File: config.mk
export PLATFORM = sky130hd
export DESIGN_NAME = pi_oddevn_top
export DESIGN_NICKNAME = d
export VERILOG_FILES = /design/src/common/pi_pkg.sv /design/src/hdl/pi_phase_gen.sv /design/src/hdl/pi_decode_sync.sv /design/src/hdl/pi_phase_sel.sv /design/src/hdl/pi_fine_delay.sv /design/src/hdl/pi_oddevn_top.sv
export SDC_FILE = /design/constraint.sdc
export NUM_CORES = 1
export LEC_CHECK = 0
export BUFFER_PORTS_ARGS = -buffer_cell sky130_fd_sc_hd__buf_2
export CORE_MARGIN = 2
export CORE_UTILIZATION = 60
export DETAILED_ROUTE_END_ITERATION = 7
export GPL_TIMING_DRIVEN = 0
export HOLD_SLACK_MARGIN = 0.15
export PLACE_DENSITY = 0.79
export SYNTH_ARGS = -nofsm -noshare
export SYNTH_HDL_FRONTEND = slang
export SYNTH_SLANG_ARGS = --single-unit
File: constraint.sdc
create_clock -name i_clk -period 5.3 [get_ports i_clk]
set_input_delay 0.795 -clock i_clk [delete_from_list [all_inputs] [get_ports i_clk]]
set_output_delay 0.795 -clock i_clk [all_outputs]
set_load 0.05 [all_outputs]
File: src/common/pi_pkg.sv
`default_nettype none

package pi_pkg;

  // ******************************
  // code fields
  // ******************************
  localparam int PI_CODE_W = 8;
  localparam int PI_FINE_W = 4;

  // coarse phases
  localparam int PI_PHASES = 16;
  localparam int PI_SEL_W  = 4;

  // ******************************
  // phase counter
  // ******************************
  localparam int PI_CNT_W  = 8;
  localparam int PI_PERIOD = 256;
  localparam int PI_HALF   = 128;

  // update fsm
  typedef enum logic {
    UPD_IDLE = 1'b0,
    UPD_PEND = 1'b1
  } pi_upd_state_t;

endpackage

`default_nettype wire

File: src/hdl/pi_phase_gen.sv
`timescale 1ns/1ps
`default_nettype none

module pi_phase_gen
  import pi_pkg::*;
(
  input  logic                 i_clk,
  input  logic                 i_arst_n,
  output logic [PI_PHASES-1:0] o_clkph,
  output logic                 o_wrap,
  output logic                 o_clkph0
);

  // counts between adjacent phases
  localparam int PI_STEP = PI_PERIOD / PI_PHASES;

  logic [PI_CNT_W-1:0]  ph_cnt;
  logic [PI_PHASES-1:0] clkph_q;
  logic                 ph0_d1;
  logic                 ph0_d2;

  // phase k is high for the first half period after count 16*k
  function automatic logic ph_level(
    input logic [PI_CNT_W-1:0] cnt,
    input int                  k
  );
    logic [PI_CNT_W-1:0] rel;
    rel = cnt - PI_CNT_W'(k * PI_STEP);
    return (int'(rel) < PI_HALF);
  endfunction

  // ******************************
  // free running phase counter
  // ******************************
  always_ff @(posedge i_clk or negedge i_arst_n) begin
    if (!i_arst_n) begin
      ph_cnt <= '0;
    end else begin
      ph_cnt <= ph_cnt + 1'b1;
    end
  end

  // last count of the period
  assign o_wrap = (ph_cnt == {PI_CNT_W{1'b1}});

  // ******************************
  // registered phase bus
  // ******************************
  always_ff @(posedge i_clk or negedge i_arst_n) begin
    if (!i_arst_n) begin
      clkph_q <= '0;
    end else begin
      for (int k = 0; k < PI_PHASES; k++) begin
        clkph_q[k] <= ph_level(ph_cnt, k);
      end
    end
  end

  assign o_clkph = clkph_q;

  // phase 0 reference, matched to the select and fine stages
  always_ff @(posedge i_clk or negedge i_arst_n) begin
    if (!i_arst_n) begin
      ph0_d1 <= 1'b0;
      ph0_d2 <= 1'b0;
    end else begin
      ph0_d1 <= clkph_q[0];
      ph0_d2 <= ph0_d1;
    end
  end

  assign o_clkph0 = ph0_d2;

endmodule

`default_nettype wire

File: src/hdl/pi_decode_sync.sv
`timescale 1ns/1ps
`default_nettype none

module pi_decode_sync
  import pi_pkg::*;
(
  input  logic                 i_clk,
  input  logic                 i_arst_n,
  input  logic                 i_clk_en,
  input  logic                 i_update,
  input  logic                 i_wrap,
  input  logic [PI_CODE_W-1:0] i_code,
  output logic [PI_SEL_W-1:0]  o_coarse,
  output logic [PI_FINE_W-1:0] o_fine
);

  pi_upd_state_t        state;
  logic [PI_CODE_W-1:0] pend_code;
  logic [PI_CODE_W-1:0] appl_code;
  logic                 capture;

  // updates only count while the clock enable is up
  assign capture = i_update & i_clk_en;

  // ******************************
  // update fsm
  // ******************************
  always_ff @(posedge i_clk or negedge i_arst_n) begin
    if (!i_arst_n) begin
      state     <= UPD_IDLE;
      appl_code <= '0;
    end else begin
      case (state)
        UPD_IDLE: begin
          if (capture) begin
            state <= UPD_PEND;
          end
        end
        UPD_PEND: begin
          // an update on the wrap itself stays pending for the following wrap
          if (i_wrap) begin
            appl_code <= pend_code;
            if (!capture) begin
              state <= UPD_IDLE;
            end
          end
        end
        default: begin
          state <= UPD_IDLE;
        end
      endcase
    end
  end

  // newest update overwrites the pending code
  always_ff @(posedge i_clk or negedge i_arst_n) begin
    if (!i_arst_n) begin
      pend_code <= '0;
    end else if (capture) begin
      pend_code <= i_code;
    end
  end

  // ******************************
  // field split
  // ******************************
  // upper nibble picks the phase
  assign o_coarse = appl_code[PI_CODE_W-1 -: PI_SEL_W];

  // lower nibble is the fine step
  assign o_fine = appl_code[PI_FINE_W-1:0];

endmodule

`default_nettype wire

File: src/hdl/pi_phase_sel.sv
`timescale 1ns/1ps
`default_nettype none

module pi_phase_sel
  import pi_pkg::*;
(
  input  logic                 i_clk,
  input  logic                 i_arst_n,
  input  logic [PI_PHASES-1:0] i_clkph,
  input  logic [PI_SEL_W-1:0]  i_coarse,
  output logic                 o_sel_ph
);

  logic sel_next;

  // ******************************
  // 16 to 1 phase mux
  // ******************************
  // both selection stages folded into one
  always_comb begin
    sel_next = i_clkph[i_coarse];
  end

  // one register per channel
  always_ff @(posedge i_clk or negedge i_arst_n) begin
    if (!i_arst_n) begin
      o_sel_ph <= 1'b0;
    end else begin
      o_sel_ph <= sel_next;
    end
  end

endmodule

`default_nettype wire

File: src/hdl/pi_fine_delay.sv
`timescale 1ns/1ps
`default_nettype none

module pi_fine_delay
  import pi_pkg::*;
(
  input  logic                 i_clk,
  input  logic                 i_arst_n,
  input  logic                 i_sel_ph,
  input  logic                 i_pien,
  input  logic [PI_FINE_W-1:0] i_fine,
  output logic                 o_clk
);

  logic                 sel_q;
  logic                 rise_det;
  logic                 fall_det;
  logic                 rise_act;
  logic                 fall_act;
  logic [PI_FINE_W-1:0] rise_cnt;
  logic [PI_FINE_W-1:0] fall_cnt;

  // ******************************
  // edge detect
  // ******************************
  // keeps tracking while disabled, so resume waits for a fresh edge
  always_ff @(posedge i_clk or negedge i_arst_n) begin
    if (!i_arst_n) begin
      sel_q <= 1'b0;
    end else begin
      sel_q <= i_sel_ph;
    end
  end

  assign rise_det = i_sel_ph & ~sel_q;
  assign fall_det = ~i_sel_ph & sel_q;

  // ******************************
  // step counters
  // ******************************
  always_ff @(posedge i_clk or negedge i_arst_n) begin
    if (!i_arst_n) begin
      rise_act <= 1'b0;
      fall_act <= 1'b0;
      rise_cnt <= '0;
      fall_cnt <= '0;
      o_clk    <= 1'b0;
    end else if (!i_pien) begin
      rise_act <= 1'b0;
      fall_act <= 1'b0;
      rise_cnt <= '0;
      fall_cnt <= '0;
      o_clk    <= 1'b0;
    end else begin
      // rising edge, fine 0 is a plain register copy
      if (rise_det) begin
        if (i_fine == '0) begin
          o_clk <= 1'b1;
        end else begin
          rise_act <= 1'b1;
          rise_cnt <= PI_FINE_W'(1);
        end
      end else if (rise_act) begin
        // >= so a code change mid count still fires
        if (rise_cnt >= i_fine) begin
          o_clk    <= 1'b1;
          rise_act <= 1'b0;
        end else begin
          rise_cnt <= rise_cnt + 1'b1;
        end
      end

      // falling edge, same delay
      if (fall_det) begin
        if (i_fine == '0) begin
          o_clk <= 1'b0;
        end else begin
          fall_act <= 1'b1;
          fall_cnt <= PI_FINE_W'(1);
        end
      end else if (fall_act) begin
        if (fall_cnt >= i_fine) begin
          o_clk    <= 1'b0;
          fall_act <= 1'b0;
        end else begin
          fall_cnt <= fall_cnt + 1'b1;
        end
      end
    end
  end

endmodule

`default_nettype wire

File: src/hdl/pi_oddevn_top.sv
`timescale 1ns/1ps
`default_nettype none

module pi_oddevn_top
  import pi_pkg::*;
(
  input  logic                 i_clk,
  input  logic                 i_arst_n,
  input  logic                 i_clk_en,
  input  logic                 i_pien,
  input  logic                 i_update,
  input  logic [PI_CODE_W-1:0] i_picode_evn,
  input  logic [PI_CODE_W-1:0] i_picode_odd,
  output logic                 o_clkpi_evn,
  output logic                 o_clkpi_odd,
  output logic                 o_clkph0
);

  logic [PI_PHASES-1:0] clkph;
  logic                 wrap;

  logic [PI_SEL_W-1:0]  evn_coarse;
  logic [PI_FINE_W-1:0] evn_fine;
  logic                 evn_sel_ph;

  logic [PI_SEL_W-1:0]  odd_coarse;
  logic [PI_FINE_W-1:0] odd_fine;
  logic                 odd_sel_ph;

  // ******************************
  // shared phase source
  // ******************************
  pi_phase_gen phase_gen (
    .i_clk    (i_clk),
    .i_arst_n (i_arst_n),
    .o_clkph  (clkph),
    .o_wrap   (wrap),
    .o_clkph0 (o_clkph0)
  );

  // ******************************
  // even channel
  // ******************************
  pi_decode_sync evn_decode_sync (
    .i_clk    (i_clk),
    .i_arst_n (i_arst_n),
    .i_clk_en (i_clk_en),
    .i_update (i_update),
    .i_wrap   (wrap),
    .i_code   (i_picode_evn),
    .o_coarse (evn_coarse),
    .o_fine   (evn_fine)
  );

  pi_phase_sel evn_phase_sel (
    .i_clk    (i_clk),
    .i_arst_n (i_arst_n),
    .i_clkph  (clkph),
    .i_coarse (evn_coarse),
    .o_sel_ph (evn_sel_ph)
  );

  pi_fine_delay evn_fine_delay (
    .i_clk    (i_clk),
    .i_arst_n (i_arst_n),
    .i_sel_ph (evn_sel_ph),
    .i_pien   (i_pien),
    .i_fine   (evn_fine),
    .o_clk    (o_clkpi_evn)
  );

  // ******************************
  // odd channel
  // ******************************
  pi_decode_sync odd_decode_sync (
    .i_clk    (i_clk),
    .i_arst_n (i_arst_n),
    .i_clk_en (i_clk_en),
    .i_update (i_update),
    .i_wrap   (wrap),
    .i_code   (i_picode_odd),
    .o_coarse (odd_coarse),
    .o_fine   (odd_fine)
  );

  pi_phase_sel odd_phase_sel (
    .i_clk    (i_clk),
    .i_arst_n (i_arst_n),
    .i_clkph  (clkph),
    .i_coarse (odd_coarse),
    .o_sel_ph (odd_sel_ph)
  );

  pi_fine_delay odd_fine_delay (
    .i_clk    (i_clk),
    .i_arst_n (i_arst_n),
    .i_sel_ph (odd_sel_ph),
    .i_pien   (i_pien),
    .i_fine   (odd_fine),
    .o_clk    (o_clkpi_odd)
  );

endmodule

`default_nettype wire

==> results.json <==
{
  "status": "completed",
  "synth-edff-count": 0,
  "cts_tree": "built",
  "max-cap-violations": 0,
  "critPathKind": "flop to flop",
  "cp_cell_sequence": "inv_1 > ha_1 > nand2b_4 > a2111oi_4 > o21bai_2 > or4_1 > a31oi_1",
  "cts_inserted_buffers": 9,
  "synth_adder_area_share_pct": 6.77,
  "cts.sinks": 86,
  "endpoint_kind": "flop",
  "dr.max_layer_used": "met4",
  "hpwl_microns": 5220,
  "synth_area_sq_mm": 0.00407,
  "slew_violations": 0,
  "slowest_stage": "or4_1",
  "place_area_sq_mm": 0.00431,
  "reg2reg_setup_slack_ps": 3120,
  "ys_ff_latch": 86,
  "yosysWarnings": 0,
  "std_cell_rows": 30,
  "area_delta_synth_final_pct": 12.4,
  "required_ps": 5570,
  "via_per_inst": 5.92,
  "p_per_area_mw_per_mm2": 303,
  "die_area_sq_mm": 0.00745,
  "final_cell_area_sq_mm": 0.00457,
  "initialDrtViolationCount": 185,
  "place_congestion": 0.850,
  "synth_compound_area_share_pct": 9.20,
  "finClkSkew_ps": 6.92,
  "dr_wl_met2_microns": 3780,
  "worstPathArrival_ps": 2450,
  "io_pins": 24,
  "max_slew_margin_pct": 61.3,
  "holdCritPathClass": "primary input to async pin",
  "htreeDepth": 3,
  "r2r_start": "evn_fine_delay.fall_cnt[0]",
  "yosysUniqueCellTypes": 50,
  "firstDrtPassIters": 6,
  "synth-simple-area-share_pct": 10.4,
  "cp_max_fo": 7,
  "grt_pass1_vias": 2646,
  "post-route-min-period_ps": 2180,
  "cellLeakagePower_nw": 2.04,
  "crit_buf_inv": 1,
  "synth-xor-area-share_pct": 2.80,
  "syn_inst": 330,
  "met1_length_microns": 3290,
  "io_buffers": 23,
  "startpoint": "evn_fine_delay.fall_cnt[0]",
  "vias": 2653,
  "hold_buffers": 0,
  "ys_seq_area_share_pct": 52.9,
  "synth_most_common_cell": "dfrtp_1",
  "route.met3.wl_microns": 199,
  "yosysTopAreaCell": "dfrtp_1",
  "insertion_delay_ps": 350,
  "postCtsSetupBuffers": 0,
  "reg2regPathDepth": 7,
  "setup_viol": 0,
  "hold_viol_final": 0,
  "coreArea_sq_mm": 0.00668,
  "path_delay_family": "compound AO/OA/AOI/OAI gates",
  "rsz0062_at_grt": "false",
  "overflow": 0,
  "die_h_microns": 86.3,
  "grt_pass1_wl_microns": 12500,
  "start_kind": "flop",
  "postRouteAntennaNets": 0,
  "drive_gt1_share_pct": 23.6,
  "path_clk_slew_ps": 80,
  "fin_crit_sh_pct": 41.2,
  "clock_path_buffers": 2,
  "fmax_mhz": 458,
  "grt_usage_pct": 22.1,
  "die_x_microns": 86.3,
  "wl_per_cell_microns": 16.6,
  "synth_area_per_cell_sq_um": 12.3,
  "diodes": 0,
  "cts_resized": 0,
  "holdWs_ps": 349,
  "peakVddDrop_uv": 256,
  "synth_area_leaders": "dfrtp_1 53%, mux2_2 8.9%, ha_1 6.8%, mux4_2 5.5%, xnor2_1 2.4%",
  "setup_tns_ps": 0,
  "ys.flop_type": "dfrtp_1",
  "max_stage_delay_ps": 480,
  "synth_top_cells_by_count": "86 x dfrtp_1, 32 x mux2_2, 24 x inv_1",
  "synth_top_family_by_area": "multiplexers",
  "synth_mux_area_share_pct": 15.1,
  "antenna_found_initial": 0,
  "worst_pin_slew_ps": 580,
  "syn_nets": 373,
  "wirelength_microns": 7420,
  "root_buffer": "clkbuf_8",
  "grt_start_max_net_pins": 61,
  "fin_nets": 408,
  "endpoint": "evn_fine_delay.fall_cnt[3]",
  "crit_cells": 7,
  "async_flop_share_pct": 100,
  "rr_endpoint": "evn_fine_delay.fall_cnt[3]",
  "start_util_pct": 60.9,
  "yosys.area.top_type_share_pct": 52.9,
  "drc": 0
}
-- layer usage --
metal	global-route usage [%]	vias up
li1	-	1266
met1	29.6	1333
met2	35.7	43
met3	3.43	11
met4	10.4	0
met5	0	-
-- final cells by class --
cell class	instances	area [sq um]
multi-input combinational	214	1800
fill	498	2110
buffer	6	23.8
clock inverter	4	120
sequential	86	2150
inverter	24	90.1
timing repair buffer	24	145
clock buffer	10	138
tap	80	100
-- state kept, by name, summed over array words and instances (netlist names), 4 cells and up --
| signal | count |
|---|---|
| phase_gen.o_clkph | 16 |
| evn_decode_sync.appl_code | 8 |
| evn_decode_sync.pend_code | 8 |
| odd_decode_sync.appl_code | 8 |
| odd_decode_sync.pend_code | 8 |
| phase_gen.ph_cnt | 8 |
| evn_fine_delay.fall_cnt | 4 |
| evn_fine_delay.rise_cnt | 4 |
| odd_fine_delay.fall_cnt | 4 |
| odd_fine_delay.rise_cnt | 4 |
-- logic make-up (layout without fill, tap and decap cells) --
logic type | count (synthesis) | in the layout
fa+ha+maj | 22 | 22
xor+xnor | 13 | 13
simple gates | 81 | 81
buf+inv | 30 | 68
flops | 86 | 86
compound gates | 53 | 53
mux | 45 | 45
-- through the flow --
step / setup WS, ps / std cells / power [W] / utilization (%)
6_report: 3120 / 448 / 0.00138 / 68.4
5_1_grt: 2990 / 448 / 0.00144 / 68.4
4_1_cts: 3120 / 448 / 0.00140 / 68.4
3_5_place_dp: 3040 / 434 / 0.000805 / 64.5
3_3_place_gp: 2760 / 433 / 0.000796 / 64.1
2_1_floorplan: 3310 / 330 / 0.000764 / -
-- worst reg2reg max path, stage by stage, from the launching register on --
cell       delay [ps]
dfrtp_1           410
inv_1             110
ha_1              240
nand2b_4          140
a2111oi_4         370
o21bai_2          180
or4_1             480
a31oi_1           170
-- power breakdown --
| group | leakage (nW) | total (W) | switching (W) | internal [W] |
|---|---|---|---|---|
| Sequential | 1.06 | 0.000699 | 0.0000179 | 0.000681 |
| Combinational | 0.852 | 0.0000928 | 0.0000486 | 0.0000442 |
| Clock | 0.128 | 0.000591 | 0.000222 | 0.000368 |
| Total | 2.04 | 0.00138 | 0.000289 | 0.00109 |
-- how the worst min path moves through the flow --
stage / end / slack (ps) / from / cells past startpoint
after floorplan: phase_gen.o_clkph0 / 330 / phase_gen.ph0_d1 / 0
after global placement: phase_gen.o_clkph0 / 330 / phase_gen.ph0_d1 / 0
after detailed placement: phase_gen.o_clkph0 / 340 / phase_gen.ph0_d1 / 0
after CTS: evn_fine_delay.fall_cnt[2] / 360 / i_arst_n / 1
after global routing: phase_gen.o_clkph0 / 360 / phase_gen.ph0_d1 / 0
final: odd_fine_delay.fall_cnt[3] / 350 / i_arst_n / 1
-- layout by cell type (no fill, tap or decap), types with 2 or more instances in the layout --
master / netlist / routed
o211ai_1: 4 / 4
or4_1: 3 / 3
nor3_1: 2 / 2
nor2b_1: 4 / 4
nand3_1: 15 / 15
bufinv_16: 0 / 4
a21oi_1: 15 / 15
mux2_2: 32 / 32
o21a_1: 2 / 2
buf_2: 1 / 23
clkbuf_1: 5 / 5
mux4_2: 10 / 10
nand2_1: 22 / 22
nand2b_1: 6 / 6
a31oi_1: 2 / 2
nand4b_1: 2 / 2
clkbuf_8: 0 / 10
o21ai_0: 10 / 10
nand4_1: 3 / 3
nor2_1: 13 / 13
nor4b_1: 2 / 2
inv_1: 24 / 24
o21ai_1: 2 / 2
ha_1: 22 / 22
dfrtp_1: 86 / 86
mux2i_1: 3 / 3
and3_1: 2 / 2
xnor2_1: 11 / 11
nor4_1: 2 / 2
xor2_1: 2 / 2
a211oi_1: 2 / 2
(Power assumes the default switching activity.)
